--- src/common/noc_macros.svh ---
// widths must satisfy NOC_DESTW + NOC_SEQW == NOC_DW; NOC_PD must be 1 or more
`ifndef NOC_MACROS_SVH
`define NOC_MACROS_SVH

// flit data word
`define NOC_DW 16

// destination field at the top of the head flit
`define NOC_DESTW 4

// packet sequence field at the bottom of the head flit
`define NOC_SEQW 12

// default output buffer depth in stages
`define NOC_PD 2

`endif

--- src/common/noc_pkg.sv ---
// head layout is fixed by the macro widths; sequence numbers wrap after 2**NOC_SEQW packets
`default_nettype none

`include "noc_macros.svh"

package noc_pkg;

   // one flit on any hop
   typedef logic [`NOC_DW-1:0] flit_data_t;

   // head flit fields
   typedef logic [`NOC_DESTW-1:0] dest_t;
   typedef logic [`NOC_SEQW-1:0]  seq_t;

   // destination sits in the top bits of the head
   localparam int HEAD_DEST_MSB = `NOC_DW - 1;
   localparam int HEAD_DEST_LSB = `NOC_DW - `NOC_DESTW;

   // sequence number fills the low bits
   localparam int HEAD_SEQ_MSB = `NOC_SEQW - 1;
   localparam int HEAD_SEQ_LSB = 0;

endpackage

`default_nettype wire

--- src/outp_buf/outp_buf.sv ---
// PD >= 1 register stages; i_ack looks through all stages to o_ack combinationally
`default_nettype none
`timescale 1ns/1ps

`include "noc_macros.svh"

module outp_buf #(
   parameter int PD = `NOC_PD   // number of stages
) (
   input  wire                 clk,
   input  wire                 rst_n,
   input  noc_pkg::flit_data_t i_data,
   input  wire                 i_eof,
   input  wire                 i_valid,
   output logic                i_ack,
   output noc_pkg::flit_data_t o_data,
   output logic                o_eof,
   output logic                o_valid,
   input  wire                 o_ack
);

   import noc_pkg::*;

   // chain index PD is the input side, index 0 the output side
   flit_data_t     pd_data [PD:0];
   logic [PD:0]    pd_eof;
   logic [PD:0]    pd_valid;
   logic [PD:0]    pd_ack;   // pd_ack[i] is the ack seen by whatever drives slot i

   // input side
   assign pd_data[PD]  = i_data;
   assign pd_eof[PD]   = i_eof;
   assign pd_valid[PD] = i_valid;
   assign i_ack        = pd_ack[PD];

   // output side
   assign o_data    = pd_data[0];
   assign o_eof     = pd_eof[0];
   assign o_valid   = pd_valid[0];
   assign pd_ack[0] = o_ack;

   genvar i;
   generate
      for (i = 0; i < PD; i++) begin : g_stage
         logic       full;
         flit_data_t data_q;
         logic       eof_q;

         // empty, or the next stage takes our flit this edge
         assign pd_ack[i+1] = !full || pd_ack[i];

         assign pd_valid[i] = full;
         assign pd_data[i]  = data_q;
         assign pd_eof[i]   = eof_q;

         always_ff @(posedge clk) begin
            if (!rst_n)
               full <= 1'b0;
            else if (pd_ack[i+1])
               full <= pd_valid[i+1];   // refill or go empty
         end

         // stage payload
         always_ff @(posedge clk) begin
            if (pd_ack[i+1] && pd_valid[i+1]) begin
               data_q <= pd_data[i+1];
               eof_q  <= pd_eof[i+1];
            end
         end
      end
   endgenerate

endmodule

`default_nettype wire

--- src/hw/flit_framer.sv ---
// every packet needs at least one word; in_dest is only looked at while idle
`default_nettype none
`timescale 1ns/1ps

module flit_framer (
   input  wire                clk,
   input  wire                rst_n,
   input  noc_pkg::flit_data_t in_data,
   input  noc_pkg::dest_t     in_dest,
   input  wire                in_last,
   input  wire                in_valid,
   output logic               in_ack,
   output noc_pkg::flit_data_t f_data,
   output logic               f_eof,
   output logic               f_valid,
   input  wire                f_ack
);

   import noc_pkg::*;

   typedef enum logic {
      ST_HEAD,    // head goes out once the first word shows
      ST_PAYLOAD  // passing words until in_last
   } state_t;

   state_t state;
   seq_t   seq_cnt;   // number of the packet being framed
   seq_t   head_seq;
   logic   load_ok;   // output reg free this cycle
   logic   eof_out;   // last flit leaving on this edge
   logic   head_load;
   logic   word_load;

   assign load_ok = !f_valid || f_ack;
   assign eof_out = f_valid && f_ack && f_eof;

   // counter bumps on the same edge the old eof leaves
   assign head_seq = eof_out ? seq_t'(seq_cnt + 1'b1) : seq_cnt;

   // head cycle never takes a word
   assign in_ack    = (state == ST_PAYLOAD) && load_ok;
   assign head_load = (state == ST_HEAD) && in_valid && load_ok;
   assign word_load = in_valid && in_ack;

   // control
   always_ff @(posedge clk) begin
      if (!rst_n) begin
         state   <= ST_HEAD;
         f_valid <= 1'b0;
         seq_cnt <= '0;
      end else begin
         if (eof_out)
            seq_cnt <= seq_cnt + 1'b1;

         if (head_load) begin
            f_valid <= 1'b1;
            state   <= ST_PAYLOAD;
         end else if (word_load) begin
            f_valid <= 1'b1;
            if (in_last)
               state <= ST_HEAD;   // packet closed
         end else if (f_ack) begin
            f_valid <= 1'b0;       // drained with nothing new
         end
      end
   end

   // output flit register
   always_ff @(posedge clk) begin
      if (head_load) begin
         f_data[HEAD_DEST_MSB:HEAD_DEST_LSB] <= in_dest;
         f_data[HEAD_SEQ_MSB:HEAD_SEQ_LSB]   <= head_seq;
         f_eof                               <= 1'b0;   // head never ends a packet
      end else if (word_load) begin
         f_data <= in_data;
         f_eof  <= in_last;
      end
   end

endmodule

`default_nettype wire

--- src/hw/pkt_checker.sv ---
// first flit after reset or after an eof is taken as a head; report fields hold until next head
`default_nettype none
`timescale 1ns/1ps

module pkt_checker (
   input  wire                 clk,
   input  wire                 rst_n,
   input  noc_pkg::flit_data_t b_data,
   input  wire                 b_eof,
   input  wire                 b_valid,
   output logic                b_ack,
   output noc_pkg::flit_data_t link_data,
   output logic                link_eof,
   output logic                link_valid,
   input  wire                 link_ack,
   output logic                pkt_done,
   output noc_pkg::dest_t      pkt_dest,
   output noc_pkg::seq_t       pkt_seq,
   output logic [7:0]          pkt_words,
   output logic [15:0]         pkt_sum
);

   import noc_pkg::*;

   logic in_body;   // head seen and payload pending
   logic xfer;      // flit moves on the link this edge

   // straight pass-through to the link
   assign link_data  = b_data;
   assign link_eof   = b_eof;
   assign link_valid = b_valid;
   assign b_ack      = link_ack;

   assign xfer = link_valid && link_ack;

   // packet framing state and strobe
   always_ff @(posedge clk) begin
      if (!rst_n) begin
         in_body  <= 1'b0;
         pkt_done <= 1'b0;
      end else begin
         pkt_done <= 1'b0;   // single cycle
         if (xfer) begin
            if (!in_body) begin
               in_body <= 1'b1;
            end else if (link_eof) begin
               in_body  <= 1'b0;   // rearm for next head
               pkt_done <= 1'b1;
            end
         end
      end
   end

   // accounting cleared by every head
   always_ff @(posedge clk) begin
      if (xfer) begin
         if (!in_body) begin
            pkt_dest  <= link_data[HEAD_DEST_MSB:HEAD_DEST_LSB];
            pkt_seq   <= link_data[HEAD_SEQ_MSB:HEAD_SEQ_LSB];
            pkt_words <= '0;
            pkt_sum   <= '0;
         end else begin
            pkt_words <= pkt_words + 1'b1;   // wraps past 255 words
            pkt_sum   <= pkt_sum + link_data;   // modulo 2**16
         end
      end
   end

endmodule

`default_nettype wire

--- src/hw/noc_out_port.sv ---
// output port only; no routing or arbitration, link_ack is the sole back-pressure source
`default_nettype none
`timescale 1ns/1ps

`include "noc_macros.svh"

module noc_out_port (
   input  wire                 clk,
   input  wire                 rst_n,
   input  noc_pkg::flit_data_t in_data,
   input  noc_pkg::dest_t      in_dest,
   input  wire                 in_last,
   input  wire                 in_valid,
   output logic                in_ack,
   output noc_pkg::flit_data_t link_data,
   output logic                link_eof,
   output logic                link_valid,
   input  wire                 link_ack,
   output logic                pkt_done,
   output noc_pkg::dest_t      pkt_dest,
   output noc_pkg::seq_t       pkt_seq,
   output logic [7:0]          pkt_words,
   output logic [15:0]         pkt_sum
);

   import noc_pkg::*;

   // framer to buffer
   flit_data_t f_data;
   logic       f_eof;
   logic       f_valid;
   logic       f_ack;

   // buffer to checker
   flit_data_t b_data;
   logic       b_eof;
   logic       b_valid;
   logic       b_ack;

   flit_framer framer_i (
      .clk      (clk),
      .rst_n    (rst_n),
      .in_data  (in_data),
      .in_dest  (in_dest),
      .in_last  (in_last),
      .in_valid (in_valid),
      .in_ack   (in_ack),
      .f_data   (f_data),
      .f_eof    (f_eof),
      .f_valid  (f_valid),
      .f_ack    (f_ack)
   );

   outp_buf #(.PD(`NOC_PD)) buf_i (
      .clk     (clk),
      .rst_n   (rst_n),
      .i_data  (f_data),
      .i_eof   (f_eof),
      .i_valid (f_valid),
      .i_ack   (f_ack),
      .o_data  (b_data),
      .o_eof   (b_eof),
      .o_valid (b_valid),
      .o_ack   (b_ack)
   );

   pkt_checker checker_i (
      .clk        (clk),
      .rst_n      (rst_n),
      .b_data     (b_data),
      .b_eof      (b_eof),
      .b_valid    (b_valid),
      .b_ack      (b_ack),
      .link_data  (link_data),
      .link_eof   (link_eof),
      .link_valid (link_valid),
      .link_ack   (link_ack),
      .pkt_done   (pkt_done),
      .pkt_dest   (pkt_dest),
      .pkt_seq    (pkt_seq),
      .pkt_words  (pkt_words),
      .pkt_sum    (pkt_sum)
   );

endmodule

`default_nettype wire

--- config.mk ---
export PLATFORM = sky130hd
export DESIGN_NAME = noc_out_port
export DESIGN_NICKNAME = d
export VERILOG_FILES = /design/src/common/noc_pkg.sv /design/src/outp_buf/outp_buf.sv /design/src/hw/flit_framer.sv /design/src/hw/pkt_checker.sv /design/src/hw/noc_out_port.sv
export VERILOG_INCLUDE_DIRS = /design/src /design/src/common
export SDC_FILE = /design/constraint.sdc
export NUM_CORES = 1
export LEC_CHECK = 0
export BUFFER_PORTS_ARGS = -buffer_cell sky130_fd_sc_hd__buf_2
export CORE_MARGIN = 3
export CORE_UTILIZATION = 40
export DETAILED_ROUTE_END_ITERATION = 8
export GPL_TIMING_DRIVEN = 0
export PLACE_DENSITY = 0.59
export SETUP_SLACK_MARGIN = 0.3
export SYNTH_ARGS = -nofsm -noshare
export SYNTH_HDL_FRONTEND = slang
export SYNTH_SLANG_ARGS = --single-unit
export TNS_END_PERCENT = 1
--- constraint.sdc ---
create_clock -name clk -period 2.4 [get_ports clk]
set_input_delay 0.24 -clock clk [delete_from_list [all_inputs] [get_ports clk]]
set_output_delay 0.24 -clock clk [all_outputs]
set_load 0.05 [all_outputs]
==> reports/results.txt <==
ys flop type -> edfxtp_1
met3 WL post-DR -> 485 um
Reg2Reg Setup Slack -> 240 ps
Routed Antenna Nets -> 0
antenna cells -> 0
initial antenna violation count -> 0
crit end category -> register
# setup viols final -> 0
final core occ -> 0.5022
mux share of post-synthesis cell area -> 0.02755
remaining global-route overflow -> 0
worst-path fanout max -> 5
DRC -> 0
P&R area growth vs syn -> 21.93%
Mapped Cells -> 350
Clock Skew -> 5.689 ps
# fillers -> 1,017
clock buffer depth -> 2
Port Buffers -> 84
Crit Reg-Reg Startpoint -> buf_i.o_data[4]$_DFFE_PP_
die width -> 114.7 um
Reg clk slew, reported paths -> 80 ps
Hold Slack -> 148.9 ps
share of layout cells above drive strength 1 -> 0.2989
Req. time, crit path -> 2610 ps
htree depth -> 3
DPL Wire Length -> 6775 um
Final #Nets -> 493
RSZ-0062 raised after global routing -> yes
clk_lat worst skew -> 350 ps
minimum clock period -> 2158 ps
final hold violation count -> 0
FF+latch area -> 3083 sq um
dpl cell area -> 5333 sq um
cells on worst reg2reg path -> 6
CP bufs+invs -> 0
Top Layer Used -> met4
Leak -> 0.002208 uW
CP max-delay cell -> or4_1
crit path kind -> reg2reg
num rows -> 39
crit path DAT -> 2370 ps
Avg WL per Cell -> 15.55 um
CTS buffer count -> 9
Critical Path Start Type -> register
Max-slew headroom -> 0.4461
VDD IR-drop max -> 0.4564 mV
initial core utilization -> 0.4119
post-synth top area share -> 0.5722
die footprint -> 13,150 sq um
cell taking the most area after synthesis -> edfxtp_1
Adder-Cell Fraction of Synth Area -> 0.04927
DR WL met2 -> 4673 um
hold_sp -> in_last
Largest stage delay, worst path -> 500 ps
sequence of cells on the critical path -> ha_1, a21o_1, o21bai_2, a21boi_4, or4_1, nand3_1
synth warn -> 0
Final Max Slew Viols -> 0
total wire length -> 9296 um
Syn Area/Cell -> 13.50 sq um
PD cells -> 677.5 nW/um^2
routed vias/inst -> 5.069
Worst Tran Pin Value -> 827.2 ps
M1 WL -> 4009 um
first-pass GRT wire length -> 15,110 um
CTS root buffer -> clkbuf_16
clock sink total -> 109
Post-synth EDFFs -> 90
FFs w/ async S/R, synth -> 0
CP delay by family, top -> simple AND/OR/NAND/NOR gates
main combinational cell family by area after synthesis -> simple AND/OR/NAND/NOR gates
worst hold path depth -> 3
GRT Total Usage -> 0.1474
post-synthesis compound-gate area fraction -> 0.08609
DR iter-0 viols -> 150
worst hold path type -> in2reg
Pre-antenna DRT Iters -> 4
most common cell after layout, fill and taps aside -> edfxtp_1
library cells used by synthesis -> 50
vias in the first global route -> 3,061
simple-gate share of the synthesized area -> 0.1264
core area -> 11,470 sq um
Die Height -> 114.7 um
routed vias -> 3,031
top area cells in the synthesized netlist -> edfxtp_1 (57%), dfxtp_1 (8.1%), ha_1 (4.5%)
syn nets -> 393
Final Wtd Congestion -> 0.8357
status -> completed
Seq/Total Area, Yosys -> 0.6527
Fmax achieved -> 463.4 MHz
Mapped Area -> 4723 sq um
TritonCTS clock tree -> yes
synthesized flop and latch total -> 109
R2R Path End -> checker_i.pkt_sum[11]$_SDFFCE_PN0P_
period utilization -> 0.8992
Post-Layout Inst Area -> 5759 sq um
Maximum Capacitance Violations -> 0
largest net degree at the start of global routing -> 27
Synth Area in XOR/XNOR -> 0.04079
most frequent cells in the layout -> edfxtp_1 (90), buf_2 (86), nand2_1 (36)
I/O pin count -> 85
Worst Hold End -> framer_i.f_eof$_SDFFE_PP0P_
Multi-input gate area -> 1652 sq um
-- worst max-delay path by stage --
stage                                     from                                   to  depth (start not counted)
finish               buf_i.o_data[4]$_DFFE_PP_  checker_i.pkt_sum[11]$_SDFFCE_PN0P_                          6
global route         buf_i.o_data[4]$_DFFE_PP_  checker_i.pkt_sum[11]$_SDFFCE_PN0P_                          6
CTS                  buf_i.o_data[0]$_DFFE_PP_  checker_i.pkt_sum[10]$_SDFFCE_PN0P_                          8
detailed placement  buf_i.o_valid$_SDFFE_PN0P_      checker_i.pkt_seq[11]$_DFFE_PP_                          2
global placement    buf_i.o_valid$_SDFFE_PN0P_      checker_i.pkt_seq[11]$_DFFE_PP_                          2
floorplan            buf_i.o_data[0]$_DFFE_PP_  checker_i.pkt_sum[12]$_SDFFCE_PN0P_                          8
-- kinds of logic after synthesis --
logic type | count (synthesis)
DFF | 109
and+or+nand+nor | 115
muxes | 11
adders and majority gates | 18
AOI/OAI and AO/OA | 58
buffers and inverters | 17
xor gates and xnor gates | 22
-- synth_stat cells, types with 2 or more instances --
master / number
o21a_1: 3
clkbuf_1: 5
a21o_1: 3
buf_6: 2
nor3_1: 3
inv_1: 8
dfxtp_1: 19
nor2_1: 16
edfxtp_1: 90
mux2_4: 4
a211oi_1: 2
nand4_1: 6
and3_1: 8
ha_1: 17
nand2_1: 36
a21boi_2: 2
nand3_1: 9
nand2b_1: 7
buf_2: 2
mux2i_1: 7
o211ai_1: 2
o21ai_1: 12
o21ai_0: 7
xor2_1: 17
xnor2_1: 5
nor2b_1: 17
and2_1: 6
a21oi_1: 13
-- report_power, final --
part,total (uW),internal [uW],switching [uW]
combinational,283,96.6,187
clock,1490,749,738
sequential,2130,2100,26.0
total,3900,2950,951
-- worst min-delay path: cells and delay by family --
kind / cells / cell delay [ps]
compound gates: 1 / 70
buf+inv: 1 / 70
simple gates: 1 / 80
-- per-layer routing --
layer	vias up	track usage
met2	72	0.2546
met5	-	0
met1	1457	0.1793
met3	10	0.03753
li1	1492	-
met4	0	0.04909
-- area by class of cell --
class / count / area share
plain buffers: 9 / 0.008907
clock buffers: 9 / 0.03910
clock inverters: 7 / 0.01542
inverters: 8 / 0.005214
multi-input cells: 225 / 0.2868
flip-flops and latches: 109 / 0.5353
well taps: 143 / 0.03107
repair buffers: 88 / 0.07821
-- metrics by stage --
step                      power (uW)  TNS (ps)  instances  setup slack [ps]
after global placement          2443     -4457        577            -270.9
after CTS                       3948         0        595             164.3
after floorplan                 2365         0        350             11.48
after global routing            4057         0        598             155.9
after detailed placement        2449     -4703        577            -284.6
final                           3902         0        598             242.0
-- registers in the layout (all words and copies together) (netlist names), 4 cells and up --
register / cells
buf_i.g_stage.data_q: 16
buf_i.o_data: 16
checker_i.pkt_dest: 4
checker_i.pkt_seq: 12
checker_i.pkt_sum: 16
checker_i.pkt_words: 8
framer_i.f_data: 16
framer_i.seq_cnt: 12
-- repair_timing --
action	in CTS	in global routing
pin swaps	1	5
setup endpoints to repair	49	25
hold endpoints to repair	0	0
resized for setup	3	9
gates cloned	0	1
hold buffers	0	0
setup buffers	2	2
No activity file was read; power rests on OpenSTA's default activity.
